`src/rtl/pov_driver_pkg.sv`:
```
`default_nettype none

package pov_driver_pkg;

    //////////////////////////////////////////////////////////////////////
    // Frame geometry
    //////////////////////////////////////////////////////////////////////

    // One configuration word, shifted to the drivers as one frame
    localparam int CONF_BITS = 48;

    // Daisy-chained driver lanes, one sin line each
    localparam int LANES = 30;

    // sclk pulses per data column
    localparam int WORDS_PER_COLUMN = 16;

    // Dead time after lat before gclk and sclk resume
    localparam int BLANKING_CYCLES = 8;

    //////////////////////////////////////////////////////////////////////
    // Configuration word fields
    //////////////////////////////////////////////////////////////////////

    localparam int SEED_LSB = 0;
    localparam int SEED_MSB = 29;

    // A count of 0 stands for 256 columns
    localparam int COLUMNS_LSB = 30;
    localparam int COLUMNS_MSB = 37;

    // Bits 38 to 46 reserved but still shifted out
    localparam int ENABLE_BIT = 47;

    typedef logic [CONF_BITS-1:0] conf_word_t;
    typedef logic [LANES-1:0]     lane_word_t;
    typedef logic [7:0]           column_count_t;

endpackage

`default_nettype wire

```
`src/rtl/column_pattern_source.sv`:
```
`default_nettype none

module column_pattern_source (
    input  wire                             clock_33,
    input  wire                             nrst,
    input  wire                             config_applied,
    input  wire pov_driver_pkg::conf_word_t active_config,
    output pov_driver_pkg::lane_word_t      pattern_word,
    output logic                            pattern_valid,
    input  wire                             pattern_ready
);

    import pov_driver_pkg::*;

    lane_word_t    seed;
    column_count_t column_last;
    column_count_t column_cnt;
    logic          enable;
    logic [3:0]    word_cnt;
    logic          reload;
    logic          accept;
    logic          restart;
    logic          column_end;
    logic          revolution_end;
    logic          load_seed;

    //////////////////////////////////////////////////////////////////////
    // Configuration fields
    //////////////////////////////////////////////////////////////////////

    assign seed   = active_config[SEED_MSB:SEED_LSB];
    assign enable = active_config[ENABLE_BIT];

    // A zero count wraps to 255 here, i.e. 256 columns
    assign column_last = active_config[COLUMNS_MSB:COLUMNS_LSB] - column_count_t'(1);

    //////////////////////////////////////////////////////////////////////
    // Word and column counters
    //////////////////////////////////////////////////////////////////////

    assign accept         = pattern_valid & pattern_ready;
    assign restart        = config_applied | ~enable;
    assign column_end     = word_cnt == 4'(WORDS_PER_COLUMN - 1);
    assign revolution_end = column_end && column_cnt == column_last;
    assign load_seed      = reload | (accept & revolution_end);

    // Valid drops for at least one cycle on any restart
    always_ff @(posedge clock_33 or negedge nrst) begin
        if (!nrst) begin
            pattern_valid <= 1'b0;
            reload        <= 1'b1;
            word_cnt      <= '0;
            column_cnt    <= '0;
        end else if (restart) begin
            pattern_valid <= 1'b0;
            reload        <= 1'b1;
            word_cnt      <= '0;
            column_cnt    <= '0;
        end else if (reload) begin
            pattern_valid <= 1'b1;
            reload        <= 1'b0;
        end else if (accept) begin
            if (column_end) begin
                word_cnt   <= '0;
                column_cnt <= revolution_end ? '0 : column_cnt + column_count_t'(1);
            end else begin
                word_cnt <= word_cnt + 4'd1;
            end
        end
    end

    //////////////////////////////////////////////////////////////////////
    // Pattern register
    //////////////////////////////////////////////////////////////////////

    // One left rotation per accepted word gives seed rotated by n mod 30
    always_ff @(posedge clock_33) begin
        if (load_seed) begin
            pattern_word <= seed;
        end else if (accept) begin
            pattern_word <= {pattern_word[LANES-2:0], pattern_word[LANES-1]};
        end
    end

endmodule

`default_nettype wire

```
`src/rtl/driver_shift_engine.sv`:
```
`default_nettype none

module driver_shift_engine (
    input  wire                             clock_33,
    input  wire                             nrst,
    input  wire pov_driver_pkg::conf_word_t config_word,
    input  wire                             new_config,
    output logic                            config_applied,
    output pov_driver_pkg::conf_word_t      active_config,
    input  wire pov_driver_pkg::lane_word_t pattern_word,
    input  wire                             pattern_valid,
    output logic                            pattern_ready,
    output logic                            driver_sclk,
    output logic                            driver_lat,
    output logic                            driver_gclk,
    output pov_driver_pkg::lane_word_t      driver_sin
);

    import pov_driver_pkg::*;

    typedef enum logic [2:0] {
        idle,
        config_shift,
        data_shift,
        latch,
        blank
    } shift_state_t;

    shift_state_t state;
    shift_state_t state_next;
    conf_word_t   pending_word;
    conf_word_t   conf_shift;
    logic         pending;
    logic         take_config;
    logic         shifting;
    logic         shift_phase;
    logic [5:0]   word_cnt;
    logic [5:0]   last_word;
    logic [3:0]   blank_cnt;
    logic         gclk_enable;

    assign take_config   = (state == idle) && pending;
    assign shifting      = (state == config_shift) || (state == data_shift);
    assign last_word     = (state == config_shift) ? 6'(CONF_BITS - 1)
                                                   : 6'(WORDS_PER_COLUMN - 1);
    assign pattern_ready = (state == data_shift) && !shift_phase;
    assign gclk_enable   = take_config ? pending_word[ENABLE_BIT] : active_config[ENABLE_BIT];

    //////////////////////////////////////////////////////////////////////
    // Pending and active configuration
    //////////////////////////////////////////////////////////////////////

    // A newer word simply overwrites one still waiting
    always_ff @(posedge clock_33 or negedge nrst) begin
        if (!nrst) begin
            pending <= 1'b0;
        end else if (new_config) begin
            pending <= 1'b1;
        end else if (take_config) begin
            pending <= 1'b0;
        end
    end

    always_ff @(posedge clock_33) begin
        if (new_config) begin
            pending_word <= config_word;
        end
    end

    // All zeros after reset keeps the display disabled
    always_ff @(posedge clock_33 or negedge nrst) begin
        if (!nrst) begin
            active_config  <= '0;
            config_applied <= 1'b0;
        end else begin
            config_applied <= take_config;
            if (take_config) begin
                active_config <= pending_word;
            end
        end
    end

    always_ff @(posedge clock_33) begin
        if (take_config) begin
            conf_shift <= pending_word;
        end else if (state == config_shift && shift_phase) begin
            conf_shift <= {conf_shift[CONF_BITS-2:0], 1'b0};
        end
    end

    //////////////////////////////////////////////////////////////////////
    // Frame sequencing
    //////////////////////////////////////////////////////////////////////

    // Frame boundaries are only ever decided in idle
    always_comb begin
        state_next = state;
        case (state)
            idle: begin
                if (pending) begin
                    state_next = config_shift;
                end else if (active_config[ENABLE_BIT] && pattern_valid) begin
                    state_next = data_shift;
                end
            end
            config_shift, data_shift: begin
                if (shift_phase && word_cnt == last_word) begin
                    state_next = latch;
                end
            end
            latch: begin
                if (shift_phase) begin
                    state_next = blank;
                end
            end
            blank: begin
                if (blank_cnt == 4'(BLANKING_CYCLES)) begin
                    state_next = idle;
                end
            end
            default: state_next = idle;
        endcase
    end

    // Phase 0 sets up sin with sclk low, phase 1 raises sclk
    always_ff @(posedge clock_33 or negedge nrst) begin
        if (!nrst) begin
            state       <= idle;
            shift_phase <= 1'b0;
            word_cnt    <= '0;
            blank_cnt   <= '0;
            driver_sclk <= 1'b0;
            driver_lat  <= 1'b0;
            driver_gclk <= 1'b0;
            driver_sin  <= '0;
        end else begin
            state       <= state_next;
            driver_sclk <= shifting && shift_phase;
            driver_lat  <= (state == latch) && shift_phase;
            // gclk is held low through lat and the whole blanking window
            driver_gclk <= (gclk_enable && state_next != blank) ? ~driver_gclk : 1'b0;
            case (state)
                idle: begin
                    shift_phase <= 1'b0;
                    word_cnt    <= '0;
                    blank_cnt   <= '0;
                end
                config_shift: begin
                    if (!shift_phase) begin
                        driver_sin  <= {LANES{conf_shift[CONF_BITS-1]}};
                        shift_phase <= 1'b1;
                    end else begin
                        shift_phase <= 1'b0;
                        word_cnt    <= word_cnt + 6'd1;
                    end
                end
                data_shift: begin
                    if (!shift_phase) begin
                        if (pattern_valid) begin
                            driver_sin  <= pattern_word;
                            shift_phase <= 1'b1;
                        end
                    end else begin
                        shift_phase <= 1'b0;
                        word_cnt    <= word_cnt + 6'd1;
                    end
                end
                // First cycle returns sclk low, second raises lat
                latch: shift_phase <= ~shift_phase;
                blank: blank_cnt <= blank_cnt + 4'd1;
                default: shift_phase <= 1'b0;
            endcase
        end
    end

endmodule

`default_nettype wire

```
`src/rtl/pov_driver_top.sv`:
```
`default_nettype none

module pov_driver_top (
    input  wire                        clock_33,
    input  wire                        nrst,
    input  wire                        spi_clk,
    input  wire                        spi_ss,
    input  wire                        spi_mosi,
    output logic                       spi_miso,
    output logic                       driver_sclk,
    output logic                       driver_lat,
    output logic                       driver_gclk,
    output pov_driver_pkg::lane_word_t driver_sin
);

    import pov_driver_pkg::*;

    conf_word_t config_word;
    logic       new_config;
    logic       config_applied;
    conf_word_t active_config;
    lane_word_t pattern_word;
    logic       pattern_valid;
    logic       pattern_ready;

    //////////////////////////////////////////////////////////////////////
    // Configuration link
    //////////////////////////////////////////////////////////////////////

    spi_config_receiver spi_config_receiver_inst (
        .clock_33    (clock_33),
        .nrst        (nrst),
        .spi_clk     (spi_clk),
        .spi_ss      (spi_ss),
        .spi_mosi    (spi_mosi),
        .spi_miso    (spi_miso),
        .config_word (config_word),
        .new_config  (new_config)
    );

    //////////////////////////////////////////////////////////////////////
    // Framebuffer stand-in
    //////////////////////////////////////////////////////////////////////

    column_pattern_source column_pattern_source_inst (
        .clock_33       (clock_33),
        .nrst           (nrst),
        .config_applied (config_applied),
        .active_config  (active_config),
        .pattern_word   (pattern_word),
        .pattern_valid  (pattern_valid),
        .pattern_ready  (pattern_ready)
    );

    //////////////////////////////////////////////////////////////////////
    // LED driver chain
    //////////////////////////////////////////////////////////////////////

    driver_shift_engine driver_shift_engine_inst (
        .clock_33       (clock_33),
        .nrst           (nrst),
        .config_word    (config_word),
        .new_config     (new_config),
        .config_applied (config_applied),
        .active_config  (active_config),
        .pattern_word   (pattern_word),
        .pattern_valid  (pattern_valid),
        .pattern_ready  (pattern_ready),
        .driver_sclk    (driver_sclk),
        .driver_lat     (driver_lat),
        .driver_gclk    (driver_gclk),
        .driver_sin     (driver_sin)
    );

endmodule

`default_nettype wire

```
`src/rtl/spi_config_receiver.sv`:
```
`default_nettype none

module spi_config_receiver (
    input  wire                        clock_33,
    input  wire                        nrst,
    input  wire                        spi_clk,
    input  wire                        spi_ss,
    input  wire                        spi_mosi,
    output logic                       spi_miso,
    output pov_driver_pkg::conf_word_t config_word,
    output logic                       new_config
);

    import pov_driver_pkg::*;

    //////////////////////////////////////////////////////////////////////
    // Pin synchronizers and edge detection
    //////////////////////////////////////////////////////////////////////

    // Two flops against metastability, the third one for edges
    logic [2:0] sck_sync;
    logic [2:0] ss_sync;
    logic [1:0] mosi_sync;
    logic       sck_rise;
    logic       sck_fall;
    logic       ss_fall;
    logic       ss_rise;
    logic       selected;

    always_ff @(posedge clock_33 or negedge nrst) begin
        if (!nrst) begin
            sck_sync  <= '0;
            ss_sync   <= '1;
            mosi_sync <= '0;
        end else begin
            sck_sync  <= {sck_sync[1:0], spi_clk};
            ss_sync   <= {ss_sync[1:0], spi_ss};
            mosi_sync <= {mosi_sync[0], spi_mosi};
        end
    end

    assign sck_rise = sck_sync[1] & ~sck_sync[2];
    assign sck_fall = ~sck_sync[1] & sck_sync[2];
    assign ss_fall  = ~ss_sync[1] & ss_sync[2];
    assign ss_rise  = ss_sync[1] & ~ss_sync[2];
    assign selected = ~ss_sync[1];

    //////////////////////////////////////////////////////////////////////
    // Receive path
    //////////////////////////////////////////////////////////////////////

    conf_word_t rx_shift;
    logic [5:0] bit_cnt;

    // Saturates so an overlong frame never aliases to 48
    always_ff @(posedge clock_33 or negedge nrst) begin
        if (!nrst) begin
            bit_cnt <= '0;
        end else if (ss_fall) begin
            bit_cnt <= '0;
        end else if (selected && sck_rise && bit_cnt != '1) begin
            bit_cnt <= bit_cnt + 6'd1;
        end
    end

    // Mode 0, MSB first, sampled on the rising spi_clk edge
    always_ff @(posedge clock_33) begin
        if (selected && sck_rise) begin
            rx_shift <= {rx_shift[CONF_BITS-2:0], mosi_sync[1]};
        end
    end

    // Commit only complete frames
    always_ff @(posedge clock_33 or negedge nrst) begin
        if (!nrst) begin
            config_word <= '0;
            new_config  <= 1'b0;
        end else begin
            new_config <= 1'b0;
            if (ss_rise && bit_cnt == 6'(CONF_BITS)) begin
                config_word <= rx_shift;
                new_config  <= 1'b1;
            end
        end
    end

    //////////////////////////////////////////////////////////////////////
    // Readback path
    //////////////////////////////////////////////////////////////////////

    conf_word_t tx_shift;

    // Snapshot at select, advance after each falling spi_clk edge
    always_ff @(posedge clock_33 or negedge nrst) begin
        if (!nrst) begin
            tx_shift <= '0;
        end else if (ss_fall) begin
            tx_shift <= config_word;
        end else if (selected && sck_fall) begin
            tx_shift <= {tx_shift[CONF_BITS-2:0], 1'b0};
        end
    end

    assign spi_miso = tx_shift[CONF_BITS-1];

endmodule

`default_nettype wire
```
`config.mk`:
```
export PLATFORM = sky130hd
export DESIGN_NAME = pov_driver_top
export DESIGN_NICKNAME = d
export VERILOG_FILES = /design/src/rtl/pov_driver_pkg.sv /design/src/rtl/column_pattern_source.sv /design/src/rtl/driver_shift_engine.sv /design/src/rtl/pov_driver_top.sv /design/src/rtl/spi_config_receiver.sv
export SDC_FILE = /design/constraint.sdc
export NUM_CORES = 1
export LEC_CHECK = 0
export ABC_AREA = 0
export BUFFER_PORTS_ARGS = -buffer_cell sky130_fd_sc_hd__buf_2
export CORE_UTILIZATION = 45
export CTS_CLUSTER_DIAMETER = 50
export CTS_CLUSTER_SIZE = 12
export DETAILED_ROUTE_END_ITERATION = 6
export PLACE_DENSITY = 0.63
export SYNTH_ARGS = -nofsm -noshare
export SYNTH_HDL_FRONTEND = slang
export SYNTH_SLANG_ARGS = --single-unit
```
`constraint.sdc`:
```
create_clock -name clock_33 -period 14.5 [get_ports clock_33]
set_input_delay 1.45 -clock clock_33 [delete_from_list [all_inputs] [get_ports clock_33]]
set_output_delay 1.45 -clock clock_33 [all_outputs]
set_load 0.02 [all_outputs]
```
# Yosys cells after proc, flatten, opt, wreduce, memory -nomap -nowiden
# Cells that the tools add are included.
# totals
ff_bits	396
input_bits	5
# op_classes
addsub	6
n_eq_ne	16
muxes	43
n_bitwise	15
reduce_logical	32
# ops
operator	n
$mux 48	4
$mux 30	5
$pmux 30 s2	1
$mux 8	5
$mux 6	4
$reduce_bool 2->1	11
$mux 4	4
$mux 3	5
$logic_and 1x1->1	13
$add 6x1->6 const B	2
$pmux 3 s4	1
$pmux 6 s2	1
$mux 1	11
$add 4x1->4 const B	2
$add 8x1->8 const B	1
$eq 4x4->1 const B	2
$eq 8x8->1	1
$ne 2x2->1 const B	4
$pmux 4 s2	1
$sub 8x1->8 const B	1
$not 1->1	7
$and 1x1->1	6
$eq 3x2->1 const B	2
$eq 6x6->1	1
other kinds (15)	17

# Longest topological paths before layout
# depth
ltp_word	9
mapped_depth	9

# Cells and area by module
# Synthesis repeated with hierarchy kept, for this count alone.
# unflattened
cells_unflattened	1188
area_unflattened_um2	15975.3
# modules_own_cells
mod	instances	cells_each	area_each_um2	seq_area_each_um2
driver_shift_engine	1	640	7407.1	5310.1
spi_config_receiver	1	360	6190.9	4222.8
column_pattern_source	1	188	2377.3	1252.5

# Worst setup path after synthesis
# Ideal clock, no wire load.
# synth_timing
path_kind	register to register
start	register driver_shift_engine_inst.state[0]
end	register driver_shift_engine_inst.conf_shift[0], enable pin
setup_time_ps	513
arrival_time_ps	4005
slack_ps	9982
path_stages_with_launch	4
path_buffers	1
period_less_slack_ps	4518
cell_sequence	dfrtp_1 clkbuf_1 mux2i_1 nor3_1
# synth_between
elab_chain_cells	3
# synth_rtl
item	line	text
start, declared	driver_shift_engine.sv:29	shift_state_t state;
start signal, assigned	driver_shift_engine.sv:128	state <= idle;
start signal, assigned	driver_shift_engine.sv:137	state <= state_next;
$eq 3x1->1 / $logic_not 3->1 (equally long branches)	driver_shift_engine.sv:86, driver_shift_engine.sv:42	
$logic_and 1x1->1, on equally long branches	driver_shift_engine.sv:86, driver_shift_engine.sv:42	
$reduce_bool 2->1 (no source line) *	--	
end signal, assigned	driver_shift_engine.sv:85	conf_shift <= pending_word;
end signal, assigned	driver_shift_engine.sv:87	conf_shift <= {conf_shift[CONF_BITS-2:0], 1'b0};
end, declared	driver_shift_engine.sv:32	conf_word_t conf_shift;
# Mark *: on every way between the ends. The rest lies on a longest branch, timed or not.
# A chain may end at the register's enable or synchronous reset.

# Worst setup path in the final report
# layout_timing
start	register driver_shift_engine_inst.state[2]
end	register driver_shift_engine_inst.driver_gclk
# layout_between
elab_chain_cells	9
# layout_rtl
item	line	text
$eq 3x1->1	driver_shift_engine.sv:44, driver_shift_engine.sv:98	
$mux 6	driver_shift_engine.sv:44	assign last_word = (state == config_shift) ? 6'(CONF_BITS - 1)
$eq 6x6->1	driver_shift_engine.sv:107	if (shift_phase && word_cnt == last_word) begin
$logic_and 1x1->1	driver_shift_engine.sv:107	
$mux 3	driver_shift_engine.sv:107	
$pmux 3 s4	driver_shift_engine.sv:98	case (state)
$ne 3x3->1	driver_shift_engine.sv:141	driver_gclk <= (gclk_enable && state_next != blank) ? ~driver_gclk : 1'b0;
$logic_and 1x1->1 *	driver_shift_engine.sv:141	
$mux 1 *	driver_shift_engine.sv:141	
end signal, assigned	driver_shift_engine.sv:141	
end, declared	driver_shift_engine.sv:15	output logic driver_gclk,
# Marked as above.

==> qor.csv <==
metric;value;unit
CTS clk-pin slew, worst paths;0.06;ns
DR iter-0 viols;509;
Worst VDD drop;0.0000751;V
Final Cycle Share;0.286;
pin slew with the least headroom to its limit;1.23;ns
# Post-CTS Setup Buffers;0;
RSZ-0062 raised after global routing;false;
Post-CTS Hold Fix Bufs;0;
CTS tree;built;
FMAX;241;MHz
power density cells;131;nW/um^2
Top Ports;39;
setup violators final;0;
syn_area_per_cell;12.8;sq um
Vias/cell;5.16;
Worst Hold Margin;0.350;ns
TritonRoute pass-1 iters;5;
dpl cells;1630;
final setup skew;0.0341;ns
root buf cell;clkbuf_16;
Final HPWL DP;15.8;mm
Net Count, Synth;1210;
Post-DRT Antenna Nets;0;
GPL Wtd Cong;0.785;
die width;186;um
port bufs;38;
H-tree levels;2;
Syn Inst Count;1197;
fraction of layout cells with a size suffix above 1;0.165;
Non-Filler Instances;1712;
Worst Path Arrival;4.54;ns
LEAKAGE;0.00732;uW
max cap viols;0;
final core utilization;0.518;
Crit Path Category;register to register;
Main synth FF type;dfrtp_1;
Tmin final;4.15;ns
initial antenna violation count;0;
endpoint class of the critical path;register;
first-pass GRT wire length;44.6;mm
Rows;67;
Clk Latency, worst-skew pair;0.54;ns
Final Hold Viols;0;
pin count of the biggest net entering global routing;96;
Max Root-Sink Buffers;3;
Synth Warn #;0;
CTS resizes;0;
Post-Syn Area;15300;sq um
Worst Path Max Fanout;84;
DR vias;8827;
core area;33400;sq um
Starting Density;0.456;
vias in the first global route;8643;
GRT Overall Usage;0.160;
grt total ovfl;0;
Final #Nets;1241;
Clock Sinks;387;
drt drc;0;
Async S/R FF share, synth;0.550;
sequential fraction of the synthesis area;0.692;
Yosys cell types;54;
antenna cells;0;
worst path required time;14.89;ns
Worst slew margin;0.178;
Startpoint Class;register;
FF+latch count, synth;387;
class of the worst hold path;register to register;
number of synthesized flops with an enable pin;174;
die area;34700;sq um
Fill cells;2822;
Die Y;186;um
outcome;completed;
Setup TNS;0;ns
Wirelength per Cell;15.4;um
Area Growth Syn to Fin;13.5;%
total CTS buffers;44;
Slew Limit Fails;0;
final WL;26.4;mm
## metal layers
layer,vias up,global-route usage,share of wire
li1,4262,-,-
met1,4364,0.240,0.49
met2,152,0.238,0.44
met3,49,0.0286,0.042
met4,0,0.0475,0.021
met5,-,0,0
## cell type report
type                    instances  area (sq um)  area share
multi-input cells             730          4430       0.256
clock inverters                13           166     0.00960
clock buffers                  69          1270      0.0732
repair buffers                 50           290      0.0167
flip-flops and latches        387         10600       0.609
inverters                      15          56.3     0.00325
well taps                     448           561      0.0323
## cell usage after synthesis (2+ instances only)
master	instances	share of area
nand2_1	326	0.080
dfrtp_1	209	0.34
edfxtp_1	174	0.34
o21ai_0	92	0.030
clkbuf_1	57	0.014
mux2i_1	49	0.032
mux2_2	48	0.035
a31oi_1	40	0.016
mux2_4	30	0.030
nor2_1	20	0.0049
nand3_1	19	0.0062
a21oi_1	15	0.0049
inv_1	13	0.0032
nor3_1	11	0.0036
ha_1	8	0.0066
nor2b_1	6	0.0025
xnor2_1	6	0.0034
xor2_1	6	0.0034
and3_1	5	0.0020
a21o_1	4	0.0020
buf_1	4	0.00098
dfstp_2	4	0.0069
nand2b_1	4	0.0016
buf_6	3	0.0022
nand4_1	3	0.0012
o31ai_1	3	0.0015
or2_2	3	0.0012
a22o_1	2	0.0011
and2_1	2	0.00082
clkinv_1	2	0.00049
nand3b_1	2	0.00098
nand4b_1	2	0.0011
nor3b_1	2	0.00098
o211ai_1	2	0.00098
or4_1	2	0.00098
## metrics by stage
stage               total power, uW  setup slack, ns  area, sq um
detailed placement             1200            10.26        15900
CTS                            2300            10.27        17300
floorplan                      1180             9.98        15300
global route                   2350             9.85        17300
finish                         2270            10.35        17300
global placement               1200            10.38        15900
## cells in the final DEF, fill, tap and decap left out, types with 2 or more instances in the layout
master | Yosys | routed
nand2b_1 | 4 | 4
a21oi_1 | 15 | 15
ha_1 | 8 | 8
clkinv_2 | 0 | 2
and3_1 | 5 | 5
buf_4 | 0 | 12
nor3_1 | 11 | 10
dfstp_2 | 4 | 4
buf_2 | 0 | 37
a31oi_1 | 40 | 40
dfrtp_1 | 209 | 208
clkinv_1 | 2 | 4
inv_6 | 0 | 3
xnor2_1 | 6 | 6
nor3b_1 | 2 | 2
mux2_4 | 30 | 30
clkbuf_16 | 0 | 47
xor2_1 | 6 | 6
a22o_1 | 2 | 2
and2_1 | 2 | 2
nand4_1 | 3 | 3
o211ai_1 | 2 | 2
nand3_1 | 19 | 18
o21ai_0 | 92 | 92
nor2b_1 | 6 | 4
inv_1 | 13 | 12
or2_2 | 3 | 3
nand3b_1 | 2 | 2
mux2_2 | 48 | 48
or4_1 | 2 | 2
bufinv_16 | 0 | 3
o31ai_1 | 3 | 3
a21o_1 | 4 | 4
mux2i_1 | 49 | 49
edfxtp_1 | 174 | 174
nand2_1 | 326 | 326
nor2_1 | 20 | 20
nand4b_1 | 2 | 2
clkbuf_1 | 57 | 21
## sequential cells by signal, summed over array words and instances (netlist names), 2 cells and up
name,count
driver_shift_engine_inst.pending_word,48
spi_config_receiver_inst.ss_sync,3
driver_shift_engine_inst.state,3
driver_shift_engine_inst.conf_shift,48
spi_config_receiver_inst.config_word,48
spi_config_receiver_inst.mosi_sync,2
column_pattern_source_inst.word_cnt,4
column_pattern_source_inst.column_cnt,8
spi_config_receiver_inst.bit_cnt,6
driver_shift_engine_inst.driver_sin,30
driver_shift_engine_inst.blank_cnt,4
spi_config_receiver_inst.rx_shift,48
spi_config_receiver_inst.tx_shift,48
column_pattern_source_inst.pattern_word,30
driver_shift_engine_inst.word_cnt,6
spi_config_receiver_inst.sck_sync,3
driver_shift_engine_inst.active_config,39
## path summary, 6_finish.rpt
path	startpoint	end	slack (ns)	cells past startpoint
setup reg to reg	driver_shift_engine_inst.state[2]$_DFF_PN0_	driver_shift_engine_inst.driver_gclk$_DFF_PN0_	10.35	7
min in group asynchronous	nrst	spi_config_receiver_inst.config_word[37]$_DFFE_PN0P_	0.94	1
hold / removal	spi_config_receiver_inst.sck_sync[0]$_DFF_PN0_	spi_config_receiver_inst.sck_sync[1]$_DFF_PN0_	0.35	0
setup / recovery	driver_shift_engine_inst.state[2]$_DFF_PN0_	driver_shift_engine_inst.driver_gclk$_DFF_PN0_	10.35	7
hold reg to reg	spi_config_receiver_inst.sck_sync[0]$_DFF_PN0_	spi_config_receiver_inst.sck_sync[1]$_DFF_PN0_	0.35	0
max in group asynchronous	nrst	driver_shift_engine_inst.active_config[23]$_DFFE_PN0P_	12.19	2
## cells by family after synthesis
kind of cell / count (synthesis) / share of synthesized area
and+or+nand+nor: 414 / 0.112
DFF: 387 / 0.692
AOI/OAI and AO/OA: 168 / 0.0636
muxes: 127 / 0.0970
buffers and inverters: 80 / 0.0212
xor gates and xnor gates: 12 / 0.00688
adders and majority gates: 9 / 0.00721
## worst max-delay path, cell delays in order, from the launching register on
cell	delay, ns
dfrtp_1	0.62
clkinv_1	0.90
nand3_4	1.00
clkinv_1	0.64
buf_4	0.44
nand2_1	0.14
nand2_1	0.07
nor3b_1	0.14
## where the power goes
| part | switching (uW) | internal (uW) |
|---|---|---|
| clock network | 429 | 659 |
| registers | 3.38 | 1150 |
| logic | 23.7 | 6.09 |
Note: power is estimated with default switching activity, not from simulation.
